$ cat src/capMemPkg.sv
// Shared widths, requester encoding and the request and response
// structs of the latency-configurable memory wrapper

package capMemPkg;

   ////////////////////
   // Widths
   ////////////////////

   // 256-entry array
   localparam int addrW = 8;
   // One word per entry
   localparam int dataW = 32;

   ////////////////////
   // Requester
   ////////////////////

   // Tags every request and result with its source
   typedef enum logic {
      ownerDp  = 1'b0,
      ownerCpu = 1'b1
   } ownerT;

   ////////////////////
   // Array side
   ////////////////////

   // One operation into the array, at most one per cycle
   typedef struct packed {
      logic             valid;
      logic             write;
      ownerT            owner;
      logic [addrW-1:0] addr;
      logic [dataW-1:0] wrData;
   } memReqT;

   // Registered array result, one cycle after the request
   typedef struct packed {
      logic             valid;
      ownerT            owner;
      logic             isWrite;
      logic [dataW-1:0] rdData;
   } arrayRespT;

   ////////////////////
   // Requester side
   ////////////////////

   // Datapath read return, reads only
   typedef struct packed {
      logic             valid;
      logic [dataW-1:0] data;
   } dpRespT;

   // CPU completion for reads and writes alike
   typedef struct packed {
      logic             ack;
      logic [dataW-1:0] rdData;
   } cpuRespT;

endpackage

$ cat src/capAccessDecode.sv
// Request decode for the memory wrapper: datapath strobes with strict
// priority, a pending CPU slot and the CPU busy tracking

`timescale 1ns/100ps

module capAccessDecode #(
   parameter int readStages = 2
) (
   input  logic                         clk,
   input  logic                         rstN,
   input  logic                         dpRd,
   input  logic                         dpWr,
   input  logic [capMemPkg::addrW-1:0]  dpAddr,
   input  logic [capMemPkg::dataW-1:0]  dpWrData,
   input  logic                         cpuReq,
   input  logic                         cpuWrite,
   input  logic [capMemPkg::addrW-1:0]  cpuAddr,
   input  logic [capMemPkg::dataW-1:0]  cpuWrData,
   output capMemPkg::memReqT            issue,
   output logic                         cpuBusy
);

   import capMemPkg::*;

   // Counts grant to ack, 1+readStages cycles
   localparam int cntW = $clog2(readStages + 2);

   memReqT          cpuIn;
   memReqT          pendReq;
   memReqT          cpuOp;
   logic            dpIdle;
   logic            cpuGrant;
   logic [cntW-1:0] cntQ;
   logic            busyQ;

   ////////////////////
   // CPU candidate
   ////////////////////

   // Incoming CPU request as an array operation
   always_comb begin
      cpuIn.valid  = cpuReq;
      cpuIn.write  = cpuWrite;
      cpuIn.owner  = ownerCpu;
      cpuIn.addr   = cpuAddr;
      cpuIn.wrData = cpuWrData;
   end

   // A held request wins over the input, which is idle then anyway
   assign cpuOp    = pendReq.valid ? pendReq : cpuIn;
   assign dpIdle   = !dpRd && !dpWr;
   // CPU only gets cycles with no datapath strobe
   assign cpuGrant = dpIdle && cpuOp.valid;

   ////////////////////
   // Issue
   ////////////////////

   always_comb begin
      issue = '0;
      if (!dpIdle) begin
         issue.valid  = 1'b1;
         issue.write  = dpWr;
         issue.owner  = ownerDp;
         issue.addr   = dpAddr;
         issue.wrData = dpWrData;
      end else if (cpuGrant) begin
         issue = cpuOp;
      end
   end

   ////////////////////
   // Pending slot
   ////////////////////

   always_ff @(posedge clk or negedge rstN) begin
      if (!rstN) begin
         pendReq <= '0;
      end else if (cpuReq && !dpIdle) begin
         // Datapath busy this cycle, hold the request
         pendReq <= cpuIn;
      end else if (cpuGrant) begin
         pendReq.valid <= 1'b0;
      end
   end

   ////////////////////
   // Busy and ack countdown
   ////////////////////

   always_ff @(posedge clk or negedge rstN) begin
      if (!rstN) begin
         cntQ  <= '0;
         busyQ <= 1'b0;
      end else begin
         if (cpuGrant) begin
            cntQ <= cntW'(readStages + 1);
         end else if (cntQ != '0) begin
            cntQ <= cntQ - 1'b1;
         end
         // Set from the cycle after the pulse
         if (cpuReq) begin
            busyQ <= 1'b1;
         end else if (cntQ == cntW'(1)) begin
            // Last count is the ack cycle, drop afterwards
            busyQ <= 1'b0;
         end
      end
   end

   assign cpuBusy = busyQ;

   // Datapath is a single strobe per cycle
   assert property (@(posedge clk) disable iff (!rstN) !(dpRd && dpWr));

   // Only one CPU operation in flight
   assert property (@(posedge clk) disable iff (!rstN) cpuReq |-> !cpuBusy);

endmodule

$ cat config.mk
export PLATFORM = sky130hd
export DESIGN_NAME = capAccessDecode
export DESIGN_NICKNAME = d
export VERILOG_FILES = /design/src/capMemPkg.sv /design/src/capAccessDecode.sv
export SDC_FILE = /design/constraint.sdc
export NUM_CORES = 1
export LEC_CHECK = 0
export ABC_AREA = 1
export BUFFER_PORTS_ARGS = -buffer_cell sky130_fd_sc_hd__buf_2
export CAP_MARGIN = 5
export CORE_UTILIZATION = 42
export CTS_CLUSTER_DIAMETER = 60
export DETAILED_ROUTE_END_ITERATION = 16
export HOLD_SLACK_MARGIN = 0.06
export MAX_ROUTING_LAYER = met4
export PLACE_DENSITY = 0.79
export SLEW_MARGIN = 20
export SYNTH_ARGS = -nofsm -noshare
export SYNTH_HDL_FRONTEND = slang
export SYNTH_SLANG_ARGS = --single-unit
$ cat constraint.sdc
create_clock -name clk -period 4.2 [get_ports clk]
set_input_delay 1.26 -clock clk [delete_from_list [all_inputs] [get_ports clk]]
set_output_delay 1.26 -clock clk [all_outputs]
set_load 0.005 [all_outputs]
# Word-level counts from Yosys, hierarchy flattened
# Index checks and enable logic that the tools add are counted.
dict set report totals {
  register_bits 46
  latchBits 0
  ram_bits 0
  romBits 0
  in_bits 86
  out_inout_bits 44
  elab_cells 28
  n_memories 0
}
dict set report op_classes {
  addsub 1
  multipliers 0
  n_div 0
  n_lt_le_gt_ge 0
  eq_ne 1
  n_shift 0
  n_mux 9
  bitwise_logic 0
  reduce_logical 10
}
# operator count
set op_table {}
lappend op_table {{$mux 43} 3}
lappend op_table {{$reduce_bool 2->1} 4}
lappend op_table {{$mux 1} 4}
lappend op_table {{$mux 2} 2}
lappend op_table {{$logic_and 1x1->1} 3}
lappend op_table {{$logic_not 1->1} 3}
lappend op_table {{$eq 2x1->1 const B} 1}
lappend op_table {{$sub 2x1->2 const B} 1}

# Logic depth before layout (Yosys ltp)
dict set report logic_depth {
  word_depth 5
  ltp_mapped 7
  depth_no_buf 6
}

# Least setup slack after synthesis
# OpenSTA, ideal clock, no wires.
dict set report synth_path {
  kind {input port to output port}
  from {in dpWr}
  to {out issue[10] (netlist bit)}
  arrival_time_ps 1834
  required_ps 2940
  slack_ps 1106
  cell_stages 5
  path_buffers 1
  cell_sequence {inv_1 nand2_2 buf_1 nand2_1 nand2_1}
}
# element line
set synth_rtl {}
lappend synth_rtl {{from (decl)} capAccessDecode.sv:12} ;# input logic dpWr,
lappend synth_rtl {{to (decl)} capAccessDecode.sv:19} ;# output capMemPkg::memReqT issue,

==> results.md <==
- Worst-Skew Late Latency: 0.29 ns
- Hold Fails Final Rpt: 0
- Total GRT Usage: 0.208
- Leak: 2.30 nW
- Dpl hpwl: 4790 um
- H-tree levels: 2
- Unique cell type count in the Yosys netlist: 15
- R2R Setup Slk: 2.55 ns
- Post-synth top area cell: nand2_1
- Cell count after synthesis: 469
- Largest net degree at the start of global routing: 47
- Worst EP arrival: 2.28 ns
- Fin Hold WS: 0.458 ns
- Max-slew violations: 0
- DR vias: 3,090
- Drt via density: 4.67
- Starting Density: 0.444
- Setup WS pre-CTS: 0.649 ns
- Placer's final routability congestion estimate: 0.716
- Fin nets: 672
- WL/cell: 10.5 um
- Residual DRC count: 8
- CTS tree: built
- Synth area leaders: nand2_1 49%, dfrtp_1 40%, buf_6 3.1%, buf_2 1.9%, buf_4 1.3%
- Sequential element share of the synthesized area: 0.399
- Share of post-route cells with drive strength above 1: 0.255
- Hold buffer count at cts: 0
- Setup ws final: 0.655 ns
- Mapped Area: 2880 sq um
- Setup CP Type: in2out
- Status: complete, but fails checks
- Worst EP required: 2.94 ns
- Net count after synthesis: 557
- Initial antenna violation count: 0
- Syn avg cell area: 6.15 sq um
- Post-cts resize count: 0
- Clock buffer depth: 2
- Diode count: 0
- Clock Skews: 0.00767 ns
- Core area: 6490 sq um
- CTS Buf Count: 5
- Hold Crit Class: reg2reg
- I/O pin cnt: 130
- Crit share post-route: 0.844
- Crit. End Element: output port
- Final core occ: 0.549
- Violated checks: design-rule violations
- I/O Buffers: 129
- Period minus WS final: 3.54 ns
- Initial drt markers: 152
- Setup violations, final: 0
- Setup bufs post-CTS: 0
- RSZ-0062 raised after global routing: no
- Die height: 84.9 um
- Die area: 7200 sq um
- TritonCTS sink count: 46
- Routed wire length: 6980 um
- Rel. slew slack: 0.346
- MaxCap Viol Count: 0
- Row count: 29
- Maximum vdd drop: 169 uV
- CTS root buf: clkbuf_8
- Final ANT Viol Nets: 0
- Startpoint type of the worst setup path: input pin
- Power density over cell area: 319 nW/um^2
- Worst-path clk slew: 0.09 ns
- Synthesis warning total: 0
- Yosys reg bits: 46
- Vias in the first global route: 2,665
- GRT overflow: 0
- First-pass GRT wire length: 11,900 um
- Final std cells w/o fill: 662
- Die W: 84.9 um
- Synth top area share: 0.488
- Area delta synth->final: 23.7%
- 1st-pass router iterations: 11
- Final TNS setup: 0 ns
- Inst Count DP: 654
- CP Max Fanout: 41
- Fmax: 282 MHz
- Worst slew pin tran: 0.978 ns
power breakdown:
group          internal (W)  switching, W
logic              0.000138      0.000193
registers          0.000503     0.0000332
clock network      0.000132      0.000140
worst max-delay path, stage by stage:
cell	delay, ns
buf_2	0.10
inv_1	0.08
nand2_2	0.08
nor2_4	0.07
buf_4	0.38
nand2_1	0.12
nand2_1	0.08
buf_2	0.10
cell usage after synthesis:
cell type / instances
nand2_1: 375
dfrtp_1: 46
buf_2: 11
buf_6: 8
inv_1: 7
buf_4: 5
nand2_2: 3
nor2_4: 3
ha_1: 2
inv_2: 2
nor2_1: 2
o21ai_0: 2
a21oi_1: 1
buf_1: 1
nand3_1: 1
per-layer routing:
| metal | vias up | global-route usage | wire length (um) |
|---|---|---|---|
| li1 | 1611 | - | - |
| met1 | 1387 | 0.255 | 3190 |
| met2 | 90 | 0.373 | 3440 |
| met3 | 2 | 0.0282 | 322 |
| met4 | 0 | 0.0354 | 24 |
| met5 | - | - | 0 |
cell type report:
cell class	instances	area, sq um
multi-input combinational	389	1510
timing repair buffer	133	678
fill	689	2930
clock inverter	2	12.5
inverter	9	33.8
sequential	46	1150
clock buffer	6	82.6
tap	77	96.3
layout by cell type (no fill, tap or decap):
cell,netlist,final
dfrtp_1,46,46
nand2_2,3,3
clkinvlp_4,0,1
buf_4,5,5
inv_2,2,2
clkinv_2,0,1
inv_1,7,7
nor2_1,2,2
buf_2,11,128
a21oi_1,1,1
ha_1,2,2
nand3_1,1,1
clkbuf_8,0,6
nand2_1,375,375
nor2_4,3,3
o21ai_0,2,2
flip-flops by register name, indices dropped and copies added (netlist names):
register,count
cntQ,2
cpuBusy,1
pendReq,43
cells by family (layout without fill, tap and decap cells):
kind of cell,Yosys count,in the layout,share of synthesized area
simple gates,384,384,0.511
flops,46,46,0.399
fa+ha+maj,2,2,0.00868
buf+inv,34,150,0.0764
compound gates,3,3,0.00520
metrics by stage:
step                power, W  instance area (sq um)
floorplan           0.000756                   2880
global placement    0.000863                   3470
detailed placement  0.000878                   3470
CTS                  0.00116                   3560
global route         0.00123                   3570
finish               0.00114                   3570
final timing paths:
check | from | cells past startpoint | endpoint
max reg2reg | pendReq[42] | 5 | cntQ[0]
min in group asynchronous | rstN | 1 | pendReq[3]
min reg2reg | pendReq[40] | 2 | pendReq[40]
min | pendReq[40] | 2 | pendReq[40]
max in group asynchronous | rstN | 1 | pendReq[16]
max | dpWr | 8 | issue[15]
(Power assumes the default switching activity.)
