--- config.mk ---
export PLATFORM = sky130hd
export DESIGN_NAME = capRespRoute
export DESIGN_NICKNAME = d
export VERILOG_FILES = /design/src/capMemPkg.sv /design/src/capRespRoute.sv /design/src/capSyncPipe.sv
export SDC_FILE = /design/constraint.sdc
export NUM_CORES = 1
export LEC_CHECK = 0
export ABC_AREA = 1
export BUFFER_PORTS_ARGS = -buffer_cell sky130_fd_sc_hd__buf_2
export CORE_AREA = 2 2 88 90
export CTS_BUF_LIST = sky130_fd_sc_hd__clkbuf_4 sky130_fd_sc_hd__clkbuf_8 sky130_fd_sc_hd__clkbuf_16
export DETAILED_ROUTE_END_ITERATION = 7
export DIE_AREA = 0 0 90 92
export GPL_TIMING_DRIVEN = 0
export PLACE_DENSITY = 0.9
export SYNTH_ARGS = -nofsm -noshare
export SYNTH_HDL_FRONTEND = slang
export SYNTH_HIERARCHICAL = 1
export SYNTH_SLANG_ARGS = --single-unit
--- constraint.sdc ---
create_clock -name clk -period 0.8 [get_ports clk]
set_input_delay 0.12 -clock clk [delete_from_list [all_inputs] [get_ports clk]]
set_output_delay 0.12 -clock clk [all_outputs]
set_load 0.05 [all_outputs]
--- src/capMemPkg.sv ---
// Shared widths, requester encoding and the request and response
// structs of the latency-configurable memory wrapper

package capMemPkg;

   ////////////////////
   // Widths
   ////////////////////

   // 256-entry array
   localparam int addrW = 8;
   // One word per entry
   localparam int dataW = 32;

   ////////////////////
   // Requester
   ////////////////////

   // Tags every request and result with its source
   typedef enum logic {
      ownerDp  = 1'b0,
      ownerCpu = 1'b1
   } ownerT;

   ////////////////////
   // Array side
   ////////////////////

   // One operation into the array, at most one per cycle
   typedef struct packed {
      logic             valid;
      logic             write;
      ownerT            owner;
      logic [addrW-1:0] addr;
      logic [dataW-1:0] wrData;
   } memReqT;

   // Registered array result, one cycle after the request
   typedef struct packed {
      logic             valid;
      ownerT            owner;
      logic             isWrite;
      logic [dataW-1:0] rdData;
   } arrayRespT;

   ////////////////////
   // Requester side
   ////////////////////

   // Datapath read return, reads only
   typedef struct packed {
      logic             valid;
      logic [dataW-1:0] data;
   } dpRespT;

   // CPU completion for reads and writes alike
   typedef struct packed {
      logic             ack;
      logic [dataW-1:0] rdData;
   } cpuRespT;

endpackage

--- src/capRespRoute.sv ---
// Result routing: splits array results by owner and delays each side
// through its own pipe into datapath and CPU responses

`timescale 1ns/100ps

module capRespRoute #(
   parameter int readStages = 2
) (
   input  logic                  clk,
   input  logic                  rstN,
   input  capMemPkg::arrayRespT  arrayResp,
   output capMemPkg::dpRespT     dpResp,
   output capMemPkg::cpuRespT    cpuResp
);

   import capMemPkg::*;

   dpRespT  dpIn;
   cpuRespT cpuIn;

   ////////////////////
   // Steering
   ////////////////////

   always_comb begin
      // Datapath writes return nothing
      dpIn.valid = arrayResp.valid && (arrayResp.owner == ownerDp)
                   && !arrayResp.isWrite;
      dpIn.data  = arrayResp.rdData;
   end

   always_comb begin
      // CPU reads and writes both complete with an ack
      cpuIn.ack    = arrayResp.valid && (arrayResp.owner == ownerCpu);
      cpuIn.rdData = arrayResp.rdData;
   end

   ////////////////////
   // Latency
   ////////////////////

   // Same depth on both sides keeps the ack timing in step with decode
   capSyncPipe #(
      .readStages (readStages),
      .payloadT   (dpRespT)
   ) dpPipe (
      .clk     (clk),
      .rstN    (rstN),
      .dataIn  (dpIn),
      .dataOut (dpResp)
   );

   capSyncPipe #(
      .readStages (readStages),
      .payloadT   (cpuRespT)
   ) cpuPipe (
      .clk     (clk),
      .rstN    (rstN),
      .dataIn  (cpuIn),
      .dataOut (cpuResp)
   );

   // One owner per array slot, so the two pipe outputs never collide
   assert property (@(posedge clk) disable iff (!rstN)
      !(dpResp.valid && cpuResp.ack));

endmodule

--- src/capSyncPipe.sv ---
// Delay line of readStages registers for an arbitrary payload type,
// a plain wire when readStages is 0

`timescale 1ns/100ps

module capSyncPipe #(
   parameter int  readStages = 2,
   parameter type payloadT   = logic [7:0]
) (
   input  logic    clk,
   input  logic    rstN,
   input  payloadT dataIn,
   output payloadT dataOut
);

   generate
      if (readStages == 0) begin : gPass

         // No latency, output follows input in the same cycle
         assign dataOut = dataIn;

      end else begin : gPipe

         // Stage 0 takes the input, last stage drives the output
         payloadT stageQ [readStages];

         always_ff @(posedge clk or negedge rstN) begin
            if (!rstN) begin
               // Clear every stage so no stale valid escapes after reset
               for (int i = 0; i < readStages; i++) begin
                  stageQ[i] <= '0;
               end
            end else begin
               stageQ[0] <= dataIn;
               // Shift toward the output end
               for (int i = 1; i < readStages; i++) begin
                  stageQ[i] <= stageQ[i-1];
               end
            end
         end

         assign dataOut = stageQ[readStages-1];

      end
   endgenerate

endmodule

---- Word level (Yosys, flattened, before mapping) ----
Index checks and enable logic that the tools add are counted.
operators by class
  $add $sub $neg .......................... 0
  multiply operators ...................... 0
  divide/modulo/power cells ............... 0
  magnitude comparators ................... 0
  equal/unequal tests ..................... 0
  shifts and indexed selects .............. 0
  mux-type cells .......................... 0
  bitwise gates (word level) .............. 1
  reduce and logical (&&, ||, !) cells .... 4
operators by type and width
  cell               count
  1-bit logical AND  3
  1-bit zero test    1
  1-bit NOT          1
storage, ports and cells
  flip-flop bits (word level) ............. 68
  latch bits .............................. 0
  RAM bits ................................ 0
  memory bits (read-only) ................. 0
  input bits .............................. 37
  output and inout bits ................... 66
  logic and storage cells ................. 11
  memories ................................ 0

---- Longest topological paths before layout ----
Gate-level depths: netlist of run 1.
  depth after elaboration ................. 3
  depth in mapped cells ................... 3

---- Modules after synthesis ----
The synthesis of run 1 kept the hierarchy.
by module, submodules not included
  module        instances  cells each  area each (µm²)  seq. area each (µm²)
  capSyncPipe   2          99          1899.3           1651.6
  capRespRoute  1          5           21.3             0.0

---- Least setup slack after synthesis of run 1 ----
OpenSTA, ideal clock, no wires.
  path kind ............................... reg2out
  start ................................... register cpuPipe.gPipe.stageQ (netlist bit cpuPipe/dataOut[0])
  end ..................................... output cpuResp[0] (netlist bit)
  data arrival time ....................... 0.515 ns
  required time ........................... 0.680 ns
  setup slack ............................. 0.165 ns
  cell stages (with the launch flop) ...... 2
  cell sequence ........................... dfrtp_1 > buf_4
RTL lines
  what                              line                text
  start: declaration                capSyncPipe.sv:25   payloadT stageQ [readStages];
  start signal: indexed assignment  capSyncPipe.sv:37   stageQ[i] <= stageQ[i-1];
  end: declaration                  capRespRoute.sv:13  output capMemPkg::cpuRespT cpuResp
No word-level cell between the ends.

---- Worst setup path in the final report of run 1 ----
  start ................................... register dpPipe.gPipe.stageQ (netlist bit dpPipe/dataOut[6])
  end ..................................... output dpResp[6] (netlist bit)
RTL lines
  what                              line                text
  start: declaration                capSyncPipe.sv:25
  start signal: indexed assignment  capSyncPipe.sv:37
  end: declaration                  capRespRoute.sv:12  output capMemPkg::dpRespT dpResp,
No word-level cell between the ends.

==> results of run 1 <==
synth_stat cells, drive strengths merged:
cell type	count
dfrtp	132
buf	66
inv	2
nand2	2
nor2	1
through the flow:
stage,utilization,total power [mW]
3_5_place_dp,0.603,8.52
4_1_cts,0.757,16.8
3_3_place_gp,0.599,8.45
6_report,0.757,16.7
2_1_floorplan,-,8.08
5_1_grt,0.757,17.3
logic make-up (layout without fill, tap and decap cells):
family	Yosys count	in the layout	share of synthesized area
and+or+nand+nor	3	3	0.00360
DFF	132	132	0.865
buffers and inverters	68	172	0.132
state kept, by name, indices dropped and copies added, names as in the netlist:
register / count
cpuPipe/gPipe.stageQ: 33
dpPipe/gPipe.stageQ: 33
dpPipe/dataOut: 33
cpuPipe/dataOut: 33
area by class of cell:
class / count / share of cell area
Clock buffer: 18 / 0.0759
Clock inverter: 14 / 0.0353
Inverter: 2 / 0.00133
Multi-Input combinational cell: 3 / 0.00244
Sequential cell: 132 / 0.586
Tap cell: 102 / 0.0227
Timing Repair Buffer: 138 / 0.276
report_power, final:
| group | internal (mW) | total, mW | switching (mW) |
|---|---|---|---|
| registers | 7.02 | 7.19 | 0.167 |
| clock network | 5.18 | 7.95 | 2.77 |
| logic | 0.646 | 1.53 | 0.885 |
metal layers:
metal / wire length, µm / track usage / vias up
met1: 2060 / 0.166 / 870
met4: 31 / 0.0692 / 0
li1: - / - / 744
met5: 0 / 0 / -
met3: 269 / 0.0682 / 4
met2: 3550 / 0.295 / 55
worst max-delay path by stage:
stage / from / end / cells past startpoint
finish: dpPipe/dataOut[6] / dpResp[6] / 1
global route: dpPipe/dataOut[27] / dpResp[27] / 1
CTS: dpPipe/dataOut[11] / dpResp[11] / 1
detailed placement: rstN / cpuPipe/gPipe.stageQ[61] / 2
global placement: rstN / cpuPipe/gPipe.stageQ[61] / 1
floorplan: cpuPipe/dataOut[0] / cpuResp[0] / 1
what timing repair did:
action                                  CTS  global route
endpoints found under the setup margin   66            66
cloned                                    0             0
pin swaps                                 0             0
endpoints found under the hold margin   128            62
gates resized for setup                 198             0
==> results.py, run 1 <==
metrics = {
    "yosys": {
        "synth_top_area_frac": 0.865,
        "syn_inst": 203,
        "synth_area_leaders": "dfrtp_1 86%, buf_4 13%, inv_1 0.20%, nand2_1 0.20%, nor2_2 0.16%",
        "synth_top_cell_by_area": "dfrtp_1",
        "synth_seq_cells": 132,
        "yosysSeqAreaShare": 0.865,
        "mappedNetlistArea_mm2": 0.00382,
        "yosys.cell_types.count": 5,
        "synth_nets": 240,
        "ys_warn_count": 6,
        "syn_area_per_cell_um2": 18.8,
    },
    "cells_and_area": {
        "num_antenna_cells": 0,
        "seqCellArea_mm2": 0.00330,
        "multi_input_area_um2": 13.8,
        "final_cell_mix": "132 x dfrtp_1, 66 x buf_8, 35 x dlygate4sd3_1, 35 x buf_2, 16 x clkbuf_16",
        "mostFrequentLayoutCell": "dfrtp_1",
        "final-instance-count-excl-fill": 409,
        "drive_above_1_share": 0.443,
        "fin_nets": 331,
        "stdcell_area_mm2": 0.00563,
        "syn_to_final_growth_pct": 47.5,
        "fillers": 424,
    },
    "setup_path": {
        "crit_type": "flip-flop to output port",
        "rrSetupSlack_ns": 0.30,
        "end_kind": "output port",
        "critPathMaxFanout": 1,
        "cp_cell_sequence": "buf_8",
        "crit_required_ns": 0.68,
        "crit_buf_inv": 1,
        "worstReg2RegStart": "cpuPipe/gPipe.stageQ[51]",
        "critPathSlowestCell": "dfrtp_1",
        "worst_ep_arrival_time_ns": 1.05,
        "cpPeakStageDelay_ns": 0.40,
        "crit_path_start_kind": "flip-flop",
        "rr_endpoint": "cpuPipe/dataOut[18]",
        "reg2reg_depth": 0,
        "cp_top_family": "flip-flops",
    },
    "timing": {
        "finClkSkew_ns": 0.00544,
        "hold_viol_final": 62,
        "max_freq_ghz": 0.853,
        "setup_viol": 66,
        "timing.hold.ws_ns": -0.396,
        "post-route-period-util": 1.47,
        "rsz0062_at_grt": "true",
        "finalSetupTns_ns": -23.15,
        "layout_setup_ws_ns": -0.372,
        "drv_slew": 0,
        "slew_headroom": 0.635,
        "worst_slew_pin_slew_ns": 0.548,
        "fin_crit_ns": 1.17,
    },
    "status": {
        "outcome": "finished, violations left",
        "violations": "hold timing, setup timing",
    },
    "global_route": {
        "grt-ovfl-total": 0,
        "grtUsageTotal": 0.163,
        "grt_antenna_before_repair": 0,
        "grt_pass1_wl_um": 9580,
        "grt_max_degree": 71,
        "grt_pass1_vias": 1934,
    },
    "power": {
        "power.density_mw_per_mm2": 2960,
        "peakVddDrop_v": 0.00190,
        "p_leak_nw": 2.65,
    },
    "route": {
        "drt_iter0_markers": 61,
        "vias": 1673,
        "first_pass_iters": 4,
        "drt.antenna.violating_nets": 0,
        "post_drt_via_cell_ratio": 4.09,
        "wl_um": 5920,
        "drc": 0,
        "wl_per_cell_um": 14.5,
    },
    "place": {
        "dp_cells": 408,
        "numPortBuffers": 102,
        "dpl_worst_slack_ns": -0.0473,
        "dpl_cell_area_mm2": 0.00449,
        "dp_hpwl_um": 3540,
        "gp_congestion": 0.625,
    },
    "cts": {
        "cts_setup_buffers": 0,
        "htree_levels": 4,
        "holdBufCountCts": 35,
        "cts_root_buf": "clkbuf_8",
        "cts_tree": "built",
        "cts_buffers": 17,
        "clock_sinks": 132,
        "clk_pin_slew_worst_paths_ns": 0.06,
        "clock_path_buffers": 2,
        "clkLatencyLatePin_ns": 0.49,
    },
    "floorplanning": {
        "dieArea_mm2": 0.00828,
        "core_area_mm2": 0.00745,
        "io_pins": 103,
        "die_w_um": 90,
        "die_h_um": 92,
        "start_util": 0.513,
        "core.rowCount": 32,
    },
    "flow_run": {
        "drv_cap": 0,
    },
    "min_path": {
        "min_path_type": "input pin to async pin",
    },
}
(Power assumes the default switching activity.)
==> run 2, diff against run 1 <==
--- a/config.mk
+++ b/config.mk
@@ -7,12 +7,12 @@
 export LEC_CHECK = 0
 export ABC_AREA = 1
 export BUFFER_PORTS_ARGS = -buffer_cell sky130_fd_sc_hd__buf_2
-export CORE_AREA = 2 2 88 90
+export CORE_AREA = 2 2 76 115
 export CTS_BUF_LIST = sky130_fd_sc_hd__clkbuf_4 sky130_fd_sc_hd__clkbuf_8 sky130_fd_sc_hd__clkbuf_16
 export DETAILED_ROUTE_END_ITERATION = 7
-export DIE_AREA = 0 0 90 92
+export DIE_AREA = 0 0 78 117
 export GPL_TIMING_DRIVEN = 0
-export PLACE_DENSITY = 0.9
+export PLACE_DENSITY = 0.86
 export SYNTH_ARGS = -nofsm -noshare
 export SYNTH_HDL_FRONTEND = slang
 export SYNTH_HIERARCHICAL = 1
==> constraint.sdc (replaced) <==
create_clock -name clk -period 1 [get_ports clk]
set_input_delay 0.15 -clock clk [delete_from_list [all_inputs] [get_ports clk]]
set_output_delay 0.15 -clock clk [all_outputs]
set_load 0.05 [all_outputs]
==> results.py, run 2 (synthesized netlist as in run 1, its figures left out) <==
metrics = {
    "timing": {
        "rsz0062_at_grt": "true",
        "slew_headroom": 0.468,
        "drv_slew": 0,
        "hold_viol_final": 64,
        "worst_slew_pin_slew_ns": 0.799,
        "finClkSkew_ns": 0.00596,
        "setup_viol": 66,
        "post-route-period-util": 1.11,
        "fin_crit_ns": 1.11,
        "layout_setup_ws_ns": -0.109,
        "timing.hold.ws_ns": -0.166,
        "max_freq_ghz": 0.901,
        "finalSetupTns_ns": -6.08,
    },
    "place": {
        "numPortBuffers": 102,
        "dp_cells": 413,
        "dpl_worst_slack_ns": -0.0650,
        "dpl_cell_area_mm2": 0.00449,
        "dp_hpwl_um": 3650,
        "gp_congestion": 0.693,
    },
    "power": {
        "peakVddDrop_v": 0.00145,
        "power.density_mw_per_mm2": 2370,
        "total_power_mw": 13.4,
        "p_comb_frac": 0.092,
        "power.internal_mw": 10.5,
        "switchingPower_mw": 2.87,
        "swShare": 0.215,
        "p_leak_nw": 2.67,
        "p_seq_frac": 0.431,
        "clkPwrFrac": 0.478,
    },
    "cells_and_area": {
        "drive_above_1_share": 0.443,
        "num_antenna_cells": 0,
        "final_util": 0.687,
        "fin_nets": 331,
        "stdcell_area_mm2": 0.00564,
        "final_cell_mix": "132 x dfrtp_1, 66 x buf_8, 35 x dlygate4sd3_1, 35 x buf_2, 17 x clkbuf_16",
        "fillers": 527,
        "final-instance-count-excl-fill": 414,
        "mostFrequentLayoutCell": "dfrtp_1",
        "syn_to_final_growth_pct": 47.6,
    },
    "global_route": {
        "grt_antenna_before_repair": 0,
        "grt_max_degree": 69,
        "grt_pass1_wl_um": 9320,
        "grtUsageTotal": 0.148,
        "grt-ovfl-total": 0,
        "grt_pass1_vias": 1925,
    },
    "cts": {
        "cts_buffers": 17,
        "clock_path_buffers": 2,
        "clock_sinks": 132,
        "holdBufCountCts": 35,
        "htree_levels": 4,
        "cts_root_buf": "clkbuf_16",
        "cts_tree": "built",
        "cts_setup_buffers": 0,
        "clkLatencyLatePin_ns": 0.40,
        "clk_pin_slew_worst_paths_ns": 0.05,
    },
    "setup_path": {
        "crit_path_start_kind": "flip-flop",
        "crit_required_ns": 0.85,
        "reg2reg_depth": 0,
        "crit_type": "flip-flop to output port",
        "end_kind": "output port",
        "cp_num_cells": 1,
        "cp_top_family": "flip-flops",
        "cpPeakStageDelay_ns": 0.40,
        "crit_buf_inv": 1,
        "worst_ep_arrival_time_ns": 0.96,
        "rrSetupSlack_ns": 0.50,
        "cp_cell_sequence": "buf_8",
        "critPathMaxFanout": 1,
        "critPathSlowestCell": "dfrtp_1",
    },
    "status": {
        "outcome": "finished, violations left",
        "violations": "hold timing, setup timing",
    },
    "route": {
        "dr_wl_met3_um": 353,
        "wl_met1_um": 1860,
        "post_drt_via_cell_ratio": 4.05,
        "topRoutingLayerUsed": "met4",
        "drt_iter0_markers": 59,
        "wl_um": 6050,
        "drc": 0,
        "route.met2.wl_um": 3740,
        "first_pass_iters": 4,
        "drt.antenna.violating_nets": 0,
        "vias": 1678,
        "wl_per_cell_um": 14.6,
    },
    "floorplanning": {
        "io_pins": 103,
        "core_area_mm2": 0.00821,
        "die_h_um": 117,
        "core.rowCount": 41,
        "start_util": 0.465,
        "die_w_um": 78,
        "dieArea_mm2": 0.00913,
    },
    "flow_run": {
        "drv_cap": 0,
    },
    "min_path": {
        "min_path_type": "input pin to async pin",
    },
}
==> run 2: repair_timing <==
action | 4_1_cts | 5_1_grt
setup endpoints to repair | 66 | 66
hold endpoints to repair | 130 | 64
gates resized for setup | 198 | 0
==> run 2: worst paths after layout <==
| check | end | start |
|---|---|---|
| max in group asynchronous | dpPipe/gPipe.stageQ[34] | rstN |
| worst min-delay path | dpPipe/gPipe.stageQ[49] | rstN |
| min in group clk | dpPipe/dataOut[6] | dpPipe/gPipe.stageQ[39] |
| worst min register to register | dpPipe/dataOut[6] | dpPipe/gPipe.stageQ[39] |
| worst max-delay path | dpResp[0] | dpPipe/dataOut[0] |
| worst max register to register | cpuPipe/dataOut[29] | cpuPipe/gPipe.stageQ[62] |
==> run 2: layout make-up <==
class	count	area, µm²	area share
Sequential cell	132	3300	0.586
Inverter	2	7.51	0.00133
Clock inverter	10	154	0.0273
Clock buffer	22	475	0.0843
Multi-Input combinational cell	3	13.8	0.00244
Tap cell	107	134	0.0237
Timing Repair Buffer	138	1550	0.275
==> run 2: power groups by stage <==
stage	Combinational (mW)	Sequential, mW	Clock, mW
finish	1.22	5.76	6.38
global route	1.28	5.78	6.78
CTS	1.23	5.76	6.53
detailed placement	1.03	5.79	0
global placement	0.999	5.76	0
floorplan	0.710	5.76	0
==> run 2: layer usage <==
metal  up-vias  global-route usage
li1        738                   -
met1       863               0.134
met2        69               0.268
met3         8              0.0744
met4         0              0.0807
met5         -                   0
==> run 3, diff against run 2 <==
--- a/config.mk
+++ b/config.mk
@@ -7,10 +7,10 @@
 export LEC_CHECK = 0
 export ABC_AREA = 1
 export BUFFER_PORTS_ARGS = -buffer_cell sky130_fd_sc_hd__buf_2
-export CORE_AREA = 2 2 76 115
+export CORE_AREA = 8 8 82 121
 export CTS_BUF_LIST = sky130_fd_sc_hd__clkbuf_4 sky130_fd_sc_hd__clkbuf_8 sky130_fd_sc_hd__clkbuf_16
 export DETAILED_ROUTE_END_ITERATION = 7
-export DIE_AREA = 0 0 78 117
+export DIE_AREA = 0 0 90 129
 export GPL_TIMING_DRIVEN = 0
 export PLACE_DENSITY = 0.86
 export SYNTH_ARGS = -nofsm -noshare
==> results.py, run 3 (synthesized netlist as in run 1, its figures left out) <==
metrics = {
    "status": {
        "outcome": "finished, violations left",
        "violations": "hold timing, setup timing",
    },
    "route": {
        "post_drt_via_cell_ratio": 3.97,
        "wl_per_cell_um": 15.8,
        "drt.antenna.violating_nets": 0,
        "drt_iter0_markers": 40,
        "dr_wl_met3_um": 505,
        "wl_met1_um": 2090,
        "drc": 0,
        "topRoutingLayerUsed": "met4",
        "route.met2.wl_um": 3780,
        "vias": 1639,
        "first_pass_iters": 4,
        "wl_um": 6510,
    },
    "floorplanning": {
        "die_h_um": 129,
        "core_area_mm2": 0.00821,
        "dieArea_mm2": 0.0116,
        "die_w_um": 90,
        "core.rowCount": 41,
        "start_util": 0.465,
        "io_pins": 103,
    },
    "global_route": {
        "grt_pass1_vias": 1992,
        "grtUsageTotal": 0.124,
        "grt_antenna_before_repair": 0,
        "grt_pass1_wl_um": 10500,
        "grt-ovfl-total": 0,
        "grt_max_degree": 73,
    },
    "timing": {
        "max_freq_ghz": 0.896,
        "drv_slew": 0,
        "hold_viol_final": 60,
        "finClkSkew_ns": 0.00574,
        "layout_setup_ws_ns": -0.116,
        "setup_viol": 66,
        "timing.hold.ws_ns": -0.187,
        "slew_headroom": 0.506,
        "rsz0062_at_grt": "true",
        "post-route-period-util": 1.12,
        "fin_crit_ns": 1.12,
        "worst_slew_pin_slew_ns": 0.741,
    },
    "cells_and_area": {
        "final-instance-count-excl-fill": 413,
        "multi_input_area_um2": 13.8,
        "syn_to_final_growth_pct": 46.4,
        "fillers": 526,
        "stdcell_area_mm2": 0.00559,
        "final_cell_mix": "132 x dfrtp_1, 66 x buf_8, 35 x dlygate4sd3_1, 35 x buf_2, 17 x clkbuf_16",
        "mostFrequentLayoutCell": "dfrtp_1",
        "fin_nets": 331,
        "drive_above_1_share": 0.439,
        "seqCellArea_mm2": 0.00330,
    },
    "setup_path": {
        "cp_top_family": "flip-flops",
        "critPathMaxFanout": 1,
        "worst_ep_arrival_time_ns": 0.97,
        "crit_type": "flip-flop to output port",
        "cp_cell_sequence": "buf_8",
        "crit_buf_inv": 1,
        "cpPeakStageDelay_ns": 0.41,
        "critPathSlowestCell": "dfrtp_1",
        "end_kind": "output port",
        "crit_path_start_kind": "flip-flop",
        "crit_required_ns": 0.85,
    },
    "cts": {
        "cts_tree": "built",
        "htree_levels": 4,
        "cts_root_buf": "clkbuf_16",
        "clk_pin_slew_worst_paths_ns": 0.05,
        "clock_sinks": 132,
        "clock_path_buffers": 2,
        "holdBufCountCts": 35,
        "clkLatencyLatePin_ns": 0.40,
        "cts_buffers": 17,
        "cts_setup_buffers": 0,
    },
    "place": {
        "dp_cells": 413,
        "dp_hpwl_um": 4240,
        "dpl_worst_slack_ns": -0.0544,
        "gp_congestion": 0.739,
        "numPortBuffers": 102,
        "dpl_cell_area_mm2": 0.00449,
    },
    "power": {
        "power.density_mw_per_mm2": 2300,
        "peakVddDrop_v": 0.00236,
        "total_power_mw": 12.9,
        "p_leak_nw": 2.65,
    },
    "min_path": {
        "min_path_type": "input pin to async pin",
    },
    "flow_run": {
        "drv_cap": 0,
    },
}
-- run 3: final timing paths --
check / startpoint / endpoint / slack, ns / cells past startpoint
min in group clk: dpPipe/gPipe.stageQ[37] / dpPipe/dataOut[4] / 0.34 / 0
max in group asynchronous: rstN / cpuPipe/dataOut[21] / 0.41 / 2
worst min register to register: dpPipe/gPipe.stageQ[37] / dpPipe/dataOut[4] / 0.34 / 0
worst min-delay path: rstN / cpuPipe/gPipe.stageQ[59] / -0.19 / 1
worst max-delay path: cpuPipe/dataOut[20] / cpuResp[20] / -0.12 / 1
worst max register to register: cpuPipe/gPipe.stageQ[53] / cpuPipe/dataOut[20] / 0.49 / 0
-- run 3: layout make-up --
class | count | area share
Antenna cell | 1 | 0.000448
Inverter | 2 | 0.00134
Multi-Input combinational cell | 3 | 0.00246
Sequential cell | 132 | 0.591
Tap cell | 107 | 0.0239
Clock buffer | 25 | 0.0902
Clock inverter | 5 | 0.0134
Timing Repair Buffer | 138 | 0.277
-- run 3: repair_timing --
action / 4_1_cts / 5_1_grt
setup endpoints to repair: 66 / 66
resized for setup: 198 / 0
endpoints found under the hold margin: 126 / 60
-- run 3: metal layers --
metal,track usage,vias up
li1,-,738
met1,0.110,823
met2,0.215,67
met3,0.0723,11
met4,0.0679,0
met5,0,-
-- run 3: per-stage QoR --
stage / util / TNS [ns]
6_report: 0.681 / -5.70
5_1_grt: 0.681 / -8.25
4_1_cts: 0.681 / -7.52
3_5_place_dp: 0.548 / -3.46
3_3_place_gp: 0.544 / -204.79
2_1_floorplan: - / 0
-- run 3: power breakdown --
group	internal [mW]	switching, mW	leakage [nW]
clock	3.96	1.94	0.294
combinational	0.515	0.716	0.810
sequential	5.62	0.133	1.54
total	10.1	2.79	2.65
